### src/vrf_pkg.sv
// Vector register file package
// Widths, register address layout, requester port indices and VFU opcodes

package vrf_pkg;

  ////////////////////////////////////////
  // Sizes
  ////////////////////////////////////////

  localparam int unsigned DataWidth       = 64;
  localparam int unsigned NrVregs         = 16;
  localparam int unsigned NrBanks         = 2;
  localparam int unsigned LaneWidth       = 32;
  localparam int unsigned NrLanes         = DataWidth / LaneWidth;
  localparam int unsigned NrBytes         = DataWidth / 8;
  localparam int unsigned NrRows          = NrVregs / NrBanks;
  localparam int unsigned RowWidth        = $clog2(NrRows);
  localparam int unsigned NrBankReadPorts = 3;
  localparam int unsigned NrReadPorts     = 5;
  localparam int unsigned NrWritePorts    = 3;

  ////////////////////////////////////////
  // Types
  ////////////////////////////////////////

  typedef logic [RowWidth-1:0] bank_addr_t;

  // Bank select sits in the lowest bit of the register number
  typedef struct packed {
    bank_addr_t row;
    logic       bank;
  } vreg_addr_t;

  typedef logic [DataWidth-1:0] vreg_data_t;
  typedef logic [NrBytes-1:0]   vreg_be_t;

  // Write requesters, index order is also the priority order
  typedef enum int unsigned {
    VFU_VD_WD   = 0,
    VLSU_VD_WD  = 1,
    VSLDU_VD_WD = 2
  } wport_e;

  typedef enum int unsigned {
    VFU_VS2_RD   = 0,
    VFU_VS1_RD   = 1,
    VFU_VD_RD    = 2,
    VLSU_VD_RD   = 3,
    VSLDU_VS2_RD = 4
  } rport_e;

  typedef enum logic [1:0] {
    OP_ADD = 2'd0,
    OP_SUB = 2'd1,
    OP_XOR = 2'd2,
    OP_ACC = 2'd3
  } vfu_op_e;

endpackage
### src/vrf_top.sv
// Vector register file top level
// VFU plus register file, with the LSU and slide ports brought out

module vrf_top (
  input  logic                clk_i,
  input  logic                arst_n_i,
  // VFU command
  input  logic                vfu_valid_i,
  input  vrf_pkg::vfu_op_e    vfu_op_i,
  input  vrf_pkg::vreg_addr_t vfu_vd_i,
  input  vrf_pkg::vreg_addr_t vfu_vs1_i,
  input  vrf_pkg::vreg_addr_t vfu_vs2_i,
  output logic                vfu_done_o,
  // LSU
  input  logic                lsu_we_i,
  input  vrf_pkg::vreg_addr_t lsu_waddr_i,
  input  vrf_pkg::vreg_data_t lsu_wdata_i,
  input  vrf_pkg::vreg_be_t   lsu_wbe_i,
  output logic                lsu_wvalid_o,
  input  logic                lsu_re_i,
  input  vrf_pkg::vreg_addr_t lsu_raddr_i,
  output vrf_pkg::vreg_data_t lsu_rdata_o,
  output logic                lsu_rvalid_o,
  // Slide unit
  input  logic                sld_we_i,
  input  vrf_pkg::vreg_addr_t sld_waddr_i,
  input  vrf_pkg::vreg_data_t sld_wdata_i,
  input  vrf_pkg::vreg_be_t   sld_wbe_i,
  output logic                sld_wvalid_o,
  input  logic                sld_re_i,
  input  vrf_pkg::vreg_addr_t sld_raddr_i,
  output vrf_pkg::vreg_data_t sld_rdata_o,
  output logic                sld_rvalid_o
);

  // Requester arrays, indexed by the port enums
  vrf_pkg::vreg_addr_t [vrf_pkg::NrWritePorts-1:0] waddr;
  vrf_pkg::vreg_data_t [vrf_pkg::NrWritePorts-1:0] wdata;
  logic                [vrf_pkg::NrWritePorts-1:0] we;
  vrf_pkg::vreg_be_t   [vrf_pkg::NrWritePorts-1:0] wbe;
  logic                [vrf_pkg::NrWritePorts-1:0] wvalid;
  vrf_pkg::vreg_addr_t [vrf_pkg::NrReadPorts-1:0]  raddr;
  logic                [vrf_pkg::NrReadPorts-1:0]  re;
  vrf_pkg::vreg_data_t [vrf_pkg::NrReadPorts-1:0]  rdata;
  logic                [vrf_pkg::NrReadPorts-1:0]  rvalid;

  ////////////////////////////////////////
  // Requester packing
  ////////////////////////////////////////

  assign wbe[vrf_pkg::VFU_VD_WD]   = '1;
  assign we[vrf_pkg::VLSU_VD_WD]   = lsu_we_i;
  assign waddr[vrf_pkg::VLSU_VD_WD] = lsu_waddr_i;
  assign wdata[vrf_pkg::VLSU_VD_WD] = lsu_wdata_i;
  assign wbe[vrf_pkg::VLSU_VD_WD]  = lsu_wbe_i;
  assign we[vrf_pkg::VSLDU_VD_WD]  = sld_we_i;
  assign waddr[vrf_pkg::VSLDU_VD_WD] = sld_waddr_i;
  assign wdata[vrf_pkg::VSLDU_VD_WD] = sld_wdata_i;
  assign wbe[vrf_pkg::VSLDU_VD_WD] = sld_wbe_i;
  assign lsu_wvalid_o = wvalid[vrf_pkg::VLSU_VD_WD];
  assign sld_wvalid_o = wvalid[vrf_pkg::VSLDU_VD_WD];

  assign re[vrf_pkg::VLSU_VD_RD]      = lsu_re_i;
  assign raddr[vrf_pkg::VLSU_VD_RD]   = lsu_raddr_i;
  assign re[vrf_pkg::VSLDU_VS2_RD]    = sld_re_i;
  assign raddr[vrf_pkg::VSLDU_VS2_RD] = sld_raddr_i;
  assign lsu_rdata_o  = rdata[vrf_pkg::VLSU_VD_RD];
  assign lsu_rvalid_o = rvalid[vrf_pkg::VLSU_VD_RD];
  assign sld_rdata_o  = rdata[vrf_pkg::VSLDU_VS2_RD];
  assign sld_rvalid_o = rvalid[vrf_pkg::VSLDU_VS2_RD];

  ////////////////////////////////////////
  // Instances
  ////////////////////////////////////////

  vec_fu i_vec_fu (
    .clk_i     (clk_i                         ),
    .arst_n_i  (arst_n_i                      ),
    .valid_i   (vfu_valid_i                   ),
    .op_i      (vfu_op_i                      ),
    .vd_i      (vfu_vd_i                      ),
    .vs1_i     (vfu_vs1_i                     ),
    .vs2_i     (vfu_vs2_i                     ),
    .vs1_re_o  (re[vrf_pkg::VFU_VS1_RD]       ),
    .vs2_re_o  (re[vrf_pkg::VFU_VS2_RD]       ),
    .vd_re_o   (re[vrf_pkg::VFU_VD_RD]        ),
    .vs1_addr_o(raddr[vrf_pkg::VFU_VS1_RD]    ),
    .vs2_addr_o(raddr[vrf_pkg::VFU_VS2_RD]    ),
    .vd_raddr_o(raddr[vrf_pkg::VFU_VD_RD]     ),
    .vs1_data_i(rdata[vrf_pkg::VFU_VS1_RD]    ),
    .vs2_data_i(rdata[vrf_pkg::VFU_VS2_RD]    ),
    .vd_data_i (rdata[vrf_pkg::VFU_VD_RD]     ),
    .we_o      (we[vrf_pkg::VFU_VD_WD]        ),
    .waddr_o   (waddr[vrf_pkg::VFU_VD_WD]     ),
    .wdata_o   (wdata[vrf_pkg::VFU_VD_WD]     ),
    .done_o    (vfu_done_o                    )
  );

  vrf i_vrf (
    .clk_i   (clk_i   ),
    .arst_n_i(arst_n_i),
    .waddr_i (waddr   ),
    .wdata_i (wdata   ),
    .we_i    (we      ),
    .wbe_i   (wbe     ),
    .wvalid_o(wvalid  ),
    .raddr_i (raddr   ),
    .re_i    (re      ),
    .rdata_o (rdata   ),
    .rvalid_o(rvalid  )
  );

endmodule

### src/vec_fu.sv
// Vector function unit
// Two-stage pipeline: operand read and lane-wise compute, then writeback

module vec_fu (
  input  logic                clk_i,
  input  logic                arst_n_i,
  // Command
  input  logic                valid_i,
  input  vrf_pkg::vfu_op_e    op_i,
  input  vrf_pkg::vreg_addr_t vd_i,
  input  vrf_pkg::vreg_addr_t vs1_i,
  input  vrf_pkg::vreg_addr_t vs2_i,
  // Operand reads
  output logic                vs1_re_o,
  output logic                vs2_re_o,
  output logic                vd_re_o,
  output vrf_pkg::vreg_addr_t vs1_addr_o,
  output vrf_pkg::vreg_addr_t vs2_addr_o,
  output vrf_pkg::vreg_addr_t vd_raddr_o,
  input  vrf_pkg::vreg_data_t vs1_data_i,
  input  vrf_pkg::vreg_data_t vs2_data_i,
  input  vrf_pkg::vreg_data_t vd_data_i,
  // Writeback
  output logic                we_o,
  output vrf_pkg::vreg_addr_t waddr_o,
  output vrf_pkg::vreg_data_t wdata_o,
  output logic                done_o
);

  vrf_pkg::vreg_data_t result;
  vrf_pkg::vreg_data_t result_q;
  vrf_pkg::vreg_addr_t vd_q;
  logic                valid_q;

  ////////////////////////////////////////
  // Stage 0
  ////////////////////////////////////////

  // Reads go out in the cycle the command arrives
  assign vs1_re_o   = valid_i;
  assign vs2_re_o   = valid_i;
  assign vd_re_o    = valid_i && (op_i == vrf_pkg::OP_ACC);
  assign vs1_addr_o = vs1_i;
  assign vs2_addr_o = vs2_i;
  assign vd_raddr_o = vd_i;

  always_comb begin : proc_compute
    logic [vrf_pkg::LaneWidth-1:0] a;
    logic [vrf_pkg::LaneWidth-1:0] b;
    logic [vrf_pkg::LaneWidth-1:0] d;
    result = '0;
    for (int l = 0; l < vrf_pkg::NrLanes; l++) begin
      a = vs1_data_i[l*vrf_pkg::LaneWidth +: vrf_pkg::LaneWidth];
      b = vs2_data_i[l*vrf_pkg::LaneWidth +: vrf_pkg::LaneWidth];
      d = vd_data_i[l*vrf_pkg::LaneWidth +: vrf_pkg::LaneWidth];
      // Lane sums wrap at the lane width
      unique case (op_i)
        vrf_pkg::OP_ADD: result[l*vrf_pkg::LaneWidth +: vrf_pkg::LaneWidth] = a + b;
        vrf_pkg::OP_SUB: result[l*vrf_pkg::LaneWidth +: vrf_pkg::LaneWidth] = a - b;
        vrf_pkg::OP_XOR: result[l*vrf_pkg::LaneWidth +: vrf_pkg::LaneWidth] = a ^ b;
        default:         result[l*vrf_pkg::LaneWidth +: vrf_pkg::LaneWidth] = d + a + b;
      endcase
    end
  end

  ////////////////////////////////////////
  // Stage 1
  ////////////////////////////////////////

  always_ff @(posedge clk_i or negedge arst_n_i) begin
    if (!arst_n_i) begin
      valid_q <= 1'b0;
    end else begin
      valid_q <= valid_i;
    end
  end

  always_ff @(posedge clk_i) begin
    if (valid_i) begin
      result_q <= result;
      vd_q     <= vd_i;
    end
  end

  // Writeback always wins its bank, so done follows the write enable
  assign we_o    = valid_q;
  assign waddr_o = vd_q;
  assign wdata_o = result_q;
  assign done_o  = valid_q;

endmodule

### src/vrf.sv
// Banked vector register file
// Fixed-priority mapping of five read and three write requesters onto two banks

module vrf (
  input  logic                                                clk_i,
  input  logic                                                arst_n_i,
  // Write requesters
  input  vrf_pkg::vreg_addr_t [vrf_pkg::NrWritePorts-1:0]     waddr_i,
  input  vrf_pkg::vreg_data_t [vrf_pkg::NrWritePorts-1:0]     wdata_i,
  input  logic                [vrf_pkg::NrWritePorts-1:0]     we_i,
  input  vrf_pkg::vreg_be_t   [vrf_pkg::NrWritePorts-1:0]     wbe_i,
  output logic                [vrf_pkg::NrWritePorts-1:0]     wvalid_o,
  // Read requesters
  input  vrf_pkg::vreg_addr_t [vrf_pkg::NrReadPorts-1:0]      raddr_i,
  input  logic                [vrf_pkg::NrReadPorts-1:0]      re_i,
  output vrf_pkg::vreg_data_t [vrf_pkg::NrReadPorts-1:0]      rdata_o,
  output logic                [vrf_pkg::NrReadPorts-1:0]      rvalid_o
);

  // Bank side write port
  vrf_pkg::bank_addr_t [vrf_pkg::NrBanks-1:0] bank_waddr;
  vrf_pkg::vreg_data_t [vrf_pkg::NrBanks-1:0] bank_wdata;
  logic                [vrf_pkg::NrBanks-1:0] bank_we;
  vrf_pkg::vreg_be_t   [vrf_pkg::NrBanks-1:0] bank_wbe;

  // Bank side read ports
  vrf_pkg::bank_addr_t [vrf_pkg::NrBanks-1:0][vrf_pkg::NrBankReadPorts-1:0] bank_raddr;
  vrf_pkg::vreg_data_t [vrf_pkg::NrBanks-1:0][vrf_pkg::NrBankReadPorts-1:0] bank_rdata;

  ////////////////////////////////////////
  // Write mapping
  ////////////////////////////////////////

  always_comb begin : proc_write
    logic taken;
    bank_waddr = '0;
    bank_wdata = '0;
    bank_we    = '0;
    bank_wbe   = '0;
    wvalid_o   = '0;
    for (int b = 0; b < vrf_pkg::NrBanks; b++) begin
      taken = 1'b0;
      // Lower requester index wins: VFU, then LSU, then slide
      for (int w = 0; w < vrf_pkg::NrWritePorts; w++) begin
        if (!taken && we_i[w] && waddr_i[w].bank == 1'(b)) begin
          taken         = 1'b1;
          bank_waddr[b] = waddr_i[w].row;
          bank_wdata[b] = wdata_i[w];
          bank_we[b]    = 1'b1;
          bank_wbe[b]   = wbe_i[w];
          wvalid_o[w]   = 1'b1;
        end
      end
    end
  end

  ////////////////////////////////////////
  // Read mapping
  ////////////////////////////////////////

  always_comb begin : proc_read
    bank_raddr = '0;
    rdata_o    = '0;
    rvalid_o   = '0;
    for (int b = 0; b < vrf_pkg::NrBanks; b++) begin
      // Port 0 serves VFU vs2 only
      if (re_i[vrf_pkg::VFU_VS2_RD] && raddr_i[vrf_pkg::VFU_VS2_RD].bank == 1'(b)) begin
        bank_raddr[b][0]                = raddr_i[vrf_pkg::VFU_VS2_RD].row;
        rdata_o[vrf_pkg::VFU_VS2_RD]    = bank_rdata[b][0];
        rvalid_o[vrf_pkg::VFU_VS2_RD]   = 1'b1;
      end

      // Port 1: VFU vs1, then slide
      if (re_i[vrf_pkg::VFU_VS1_RD] && raddr_i[vrf_pkg::VFU_VS1_RD].bank == 1'(b)) begin
        bank_raddr[b][1]                = raddr_i[vrf_pkg::VFU_VS1_RD].row;
        rdata_o[vrf_pkg::VFU_VS1_RD]    = bank_rdata[b][1];
        rvalid_o[vrf_pkg::VFU_VS1_RD]   = 1'b1;
      end else if (re_i[vrf_pkg::VSLDU_VS2_RD] &&
                   raddr_i[vrf_pkg::VSLDU_VS2_RD].bank == 1'(b)) begin
        bank_raddr[b][1]                = raddr_i[vrf_pkg::VSLDU_VS2_RD].row;
        rdata_o[vrf_pkg::VSLDU_VS2_RD]  = bank_rdata[b][1];
        rvalid_o[vrf_pkg::VSLDU_VS2_RD] = 1'b1;
      end

      // Port 2: VFU vd, then LSU
      if (re_i[vrf_pkg::VFU_VD_RD] && raddr_i[vrf_pkg::VFU_VD_RD].bank == 1'(b)) begin
        bank_raddr[b][2]                = raddr_i[vrf_pkg::VFU_VD_RD].row;
        rdata_o[vrf_pkg::VFU_VD_RD]     = bank_rdata[b][2];
        rvalid_o[vrf_pkg::VFU_VD_RD]    = 1'b1;
      end else if (re_i[vrf_pkg::VLSU_VD_RD] &&
                   raddr_i[vrf_pkg::VLSU_VD_RD].bank == 1'(b)) begin
        bank_raddr[b][2]                = raddr_i[vrf_pkg::VLSU_VD_RD].row;
        rdata_o[vrf_pkg::VLSU_VD_RD]    = bank_rdata[b][2];
        rvalid_o[vrf_pkg::VLSU_VD_RD]   = 1'b1;
      end
    end
  end

  ////////////////////////////////////////
  // Banks
  ////////////////////////////////////////

  for (genvar b = 0; b < vrf_pkg::NrBanks; b++) begin : gen_banks
    vrf_bank i_bank (
      .clk_i   (clk_i        ),
      .arst_n_i(arst_n_i     ),
      .waddr_i (bank_waddr[b]),
      .wdata_i (bank_wdata[b]),
      .we_i    (bank_we[b]   ),
      .wbe_i   (bank_wbe[b]  ),
      .raddr_i (bank_raddr[b]),
      .rdata_o (bank_rdata[b])
    );
  end

endmodule

### src/vrf_bank.sv
// Vector register bank
// Eight rows, one byte-masked write port and three asynchronous read ports

module vrf_bank (
  input  logic                                               clk_i,
  input  logic                                               arst_n_i,
  // Write port
  input  vrf_pkg::bank_addr_t                                waddr_i,
  input  vrf_pkg::vreg_data_t                                wdata_i,
  input  logic                                               we_i,
  input  vrf_pkg::vreg_be_t                                  wbe_i,
  // Read ports
  input  vrf_pkg::bank_addr_t [vrf_pkg::NrBankReadPorts-1:0] raddr_i,
  output vrf_pkg::vreg_data_t [vrf_pkg::NrBankReadPorts-1:0] rdata_o
);

  vrf_pkg::vreg_data_t mem_q [vrf_pkg::NrRows];

  ////////////////////////////////////////
  // Write
  ////////////////////////////////////////

  always_ff @(posedge clk_i or negedge arst_n_i) begin
    if (!arst_n_i) begin
      for (int r = 0; r < vrf_pkg::NrRows; r++) begin
        mem_q[r] <= '0;
      end
    end else if (we_i) begin
      // Only enabled bytes change
      for (int b = 0; b < vrf_pkg::NrBytes; b++) begin
        if (wbe_i[b]) begin
          mem_q[waddr_i][b*8 +: 8] <= wdata_i[b*8 +: 8];
        end
      end
    end
  end

  ////////////////////////////////////////
  // Read
  ////////////////////////////////////////

  for (genvar p = 0; p < vrf_pkg::NrBankReadPorts; p++) begin : gen_rd
    assign rdata_o[p] = mem_q[raddr_i[p]];
  end

endmodule

### config.mk
export PLATFORM = sky130hd
export DESIGN_NAME = vrf_top
export DESIGN_NICKNAME = d
export VERILOG_FILES = /design/src/vrf_pkg.sv /design/src/vrf_top.sv /design/src/vec_fu.sv /design/src/vrf.sv /design/src/vrf_bank.sv
export SDC_FILE = /design/constraint.sdc
export NUM_CORES = 2
export LEC_CHECK = 0
export BUFFER_PORTS_ARGS = -buffer_cell sky130_fd_sc_hd__buf_2
export CAP_MARGIN = 20
export CORE_MARGIN = 2
export CORE_UTILIZATION = 35
export CTS_CLUSTER_DIAMETER = 80
export CTS_CLUSTER_SIZE = 16
export DETAILED_ROUTE_END_ITERATION = 8
export PLACE_DENSITY = 0.58
export SLEW_MARGIN = 15
export SYNTH_ARGS = -nofsm -noshare
export SYNTH_HDL_FRONTEND = slang
export SYNTH_HIERARCHICAL = 1
export SYNTH_SLANG_ARGS = --single-unit
### constraint.sdc
create_clock -name clk_i -period 7.3 [get_ports clk_i]
set_input_delay 0.365 -clock clk_i [delete_from_list [all_inputs] [get_ports clk_i]]
set_output_delay 0.365 -clock clk_i [all_outputs]
set_load 0.02 [all_outputs]
==> results.yml <==
drt:
  drtAntennaViolNets: 0
  vias: 59860
  avgRoutedWirePerCell_microns: 33.38
  routed_wl_mm: 316.9
  drtIter0Drc: 6318
  drcViolationCount: 0
  vias_per_cell: 6.306
  firstDrtPassIters: 5
setup_path:
  crit_fanout: 27
  reg2reg_from: "i_vrf/gen_banks[1].i_bank/mem_q[384]"
  arrival_ns: 7.52
  crit_type: "primary input to flop"
  reg2reg_depth: 23
  cp-start-kind: "primary input"
  rrSetupSlack_ns: 1.16
  startpoint: "vfu_valid_i"
  worstPathRequired_ns: 7.85
  endpoint_kind: "flop"
hold_path:
  min_from: "lsu_wdata_i[60]"
  worst_hold_path.num_cells: 3
  hp-class: "primary input to flop"
timing:
  skew_ns: 0.05027
  setup_ws_ns: 0.3360
  tightest_slew_ns: 1.154
  hold_viol_final: 0
  fin_crit_sh: 0.9540
  final_max_slew_viol_count: 0
  max_freq_mhz: 143.6
  relSlewSlack: 0.2306
  finalSetupTns_ns: 0
  finalSetupViolCount: 0
  min_period_ns: 6.964
clock_network:
  clk_path_buf_depth: 3
  post_cts_buffers: 0
  cts_tree: "built"
  clkTransAtPathRegs_ns: 0.08
  cts_buffers: 89
  clockRootBuffer: "clkbuf_16"
  clkSinkCount: 1093
  clk_latency_ns: 0.79
  htreeDepth: 3
floorplan:
  ios: 314
  row_count: 180
  coreArea_sq_mm: 0.2408
  initial_core_util: 0.3523
  die_area_sq_mm: 0.2463
  die_w_microns: 496.3
  die_y_microns: 496.3
cells_and_area:
  fin_nets: 6653
  fill_cells: 22420
  syn_to_final_growth_pct: 9.634
  drive_gt1_frac: 0.3768
  instances_no_fill: 9492
logic_synthesis:
  synthesis.area_sq_mm: 0.08482
  yosysWarnings: 6
  synth_cells: 6039
  syn_avg_cell_area_sq_um: 14.05
grt:
  grt_pass1_vias: 59940
  grt_max_degree: 154
  grt_usage: 0.2533
  antenna_found_initial: 65
  grt-ovfl-total: 0
  grt_pass1_wl_mm: 450.4
place:
  routabilityCongestion: 0.9456
  placed_cells: 9311
  port_buffers: 313
  dp_slack_ns: 0.2291
  dp_hpwl_mm: 225.7
job:
  drv_cap: 0
power:
  p_per_area_mw_per_mm2: 286.4
  p_leak_uw: 0.04189
  irDropWorstVdd_mv: 0.2161
outcome:
  status: "finished, final reports clean"
==> worst max-delay path, stage by stage <==
cell and delay, ns:
dlygate4sd3_1 0.66, clkbuf_8 0.29, and3_4 0.35, nor2b_1 0.41, a22o_4 0.65, buf_4 0.31
mux4_2 0.31, mux2_2 0.30, mux2i_1 0.20, nor2b_1 0.09, fa_1 0.43, ha_1 0.22
inv_1 0.09, fa_1 0.21, nor2b_1 0.09, o31a_1 0.29, o2111ai_1 0.35, nand3_1 0.19
o21ai_0 0.60, a31oi_2 0.29, a31o_2 0.33, a21o_1 0.16, o211a_1 0.13, xnor2_1 0.12
==> where the power goes <==
part	total, uW	switching [uW]	internal (uW)
sequential	9250	1540	7720
clock	5210	2590	2630
combinational	12200	6180	5980
==> metrics by stage <==
step	hold slack, ns	instance area (sq um)	power (uW)	util
6_report	0.1405	92990	26630	0.3862
5_1_grt	0.1444	92960	27950	0.3861
4_1_cts	0.09106	92870	26570	0.3857
3_5_place_dp	0.5030	89890	21250	0.3734
3_3_place_gp	0.4937	89880	21010	0.3733
2_1_floorplan	0.06941	84880	17540	-
==> cell usage in the layout (no fill, tap or decap), drive strengths merged, types with 68 or more instances in the layout <==
| cell | n |
|---|---|
| a21oi | 165 |
| a221o | 154 |
| a22o | 132 |
| and2 | 83 |
| and3 | 90 |
| buf | 484 |
| clkbuf | 112 |
| dfrtp | 1025 |
| edfxtp | 68 |
| ha | 184 |
| mux2 | 1416 |
| mux2i | 215 |
| mux4 | 768 |
| nand2 | 109 |
| nor2 | 231 |
| nor2b | 214 |
| o21ai | 89 |
| xnor2 | 100 |
==> final timing paths <==
check / endpoint
setup / recovery: i_vec_fu/wdata_o[31]
hold / removal: i_vrf/gen_banks[0].i_bank/mem_q[316]
setup reg to reg: i_vec_fu/wdata_o[24]
hold reg to reg: i_vrf/gen_banks[0].i_bank/mem_q[94]
max in group asynchronous: i_vrf/gen_banks[0].i_bank/mem_q[502]
min in group asynchronous: i_vrf/gen_banks[0].i_bank/mem_q[12]
==> routing by layer <==
layer	global-route usage	routed length, microns
met1	0.3294	126000
met4	0.1360	19410
met5	0	138
met3	0.05885	28080
met2	0.3914	143200
==> timing repair <==
action,in CTS,in global routing
setup endpoints to repair,0,4
endpoints found under the hold margin,103,0
hold buffers,5,0
resized for setup,0,6
==> flip-flops by register name, indices dropped and copies added, names as in the netlist <==
signal / cells
i_vec_fu/done_o: 1
i_vec_fu/waddr_o: 4
i_vec_fu/wdata_o: 64
i_vrf/gen_banks.i_bank/mem_q: 1024
==> area by class of cell <==
type	instances	area, sq um	share of cell area
Antenna cell	35	87.58	0.0009418
Timing Repair Buffer	490	3458	0.03719
Sequential cell	1093	27700	0.2978
Multi-Input combinational cell	4491	54620	0.5874
Clock inverter	30	485.5	0.005221
Tap cell	3185	3985	0.04285
Clock buffer	111	2444	0.02628
Inverter	57	214.0	0.002301
Note: power is estimated with default switching activity, not from simulation.
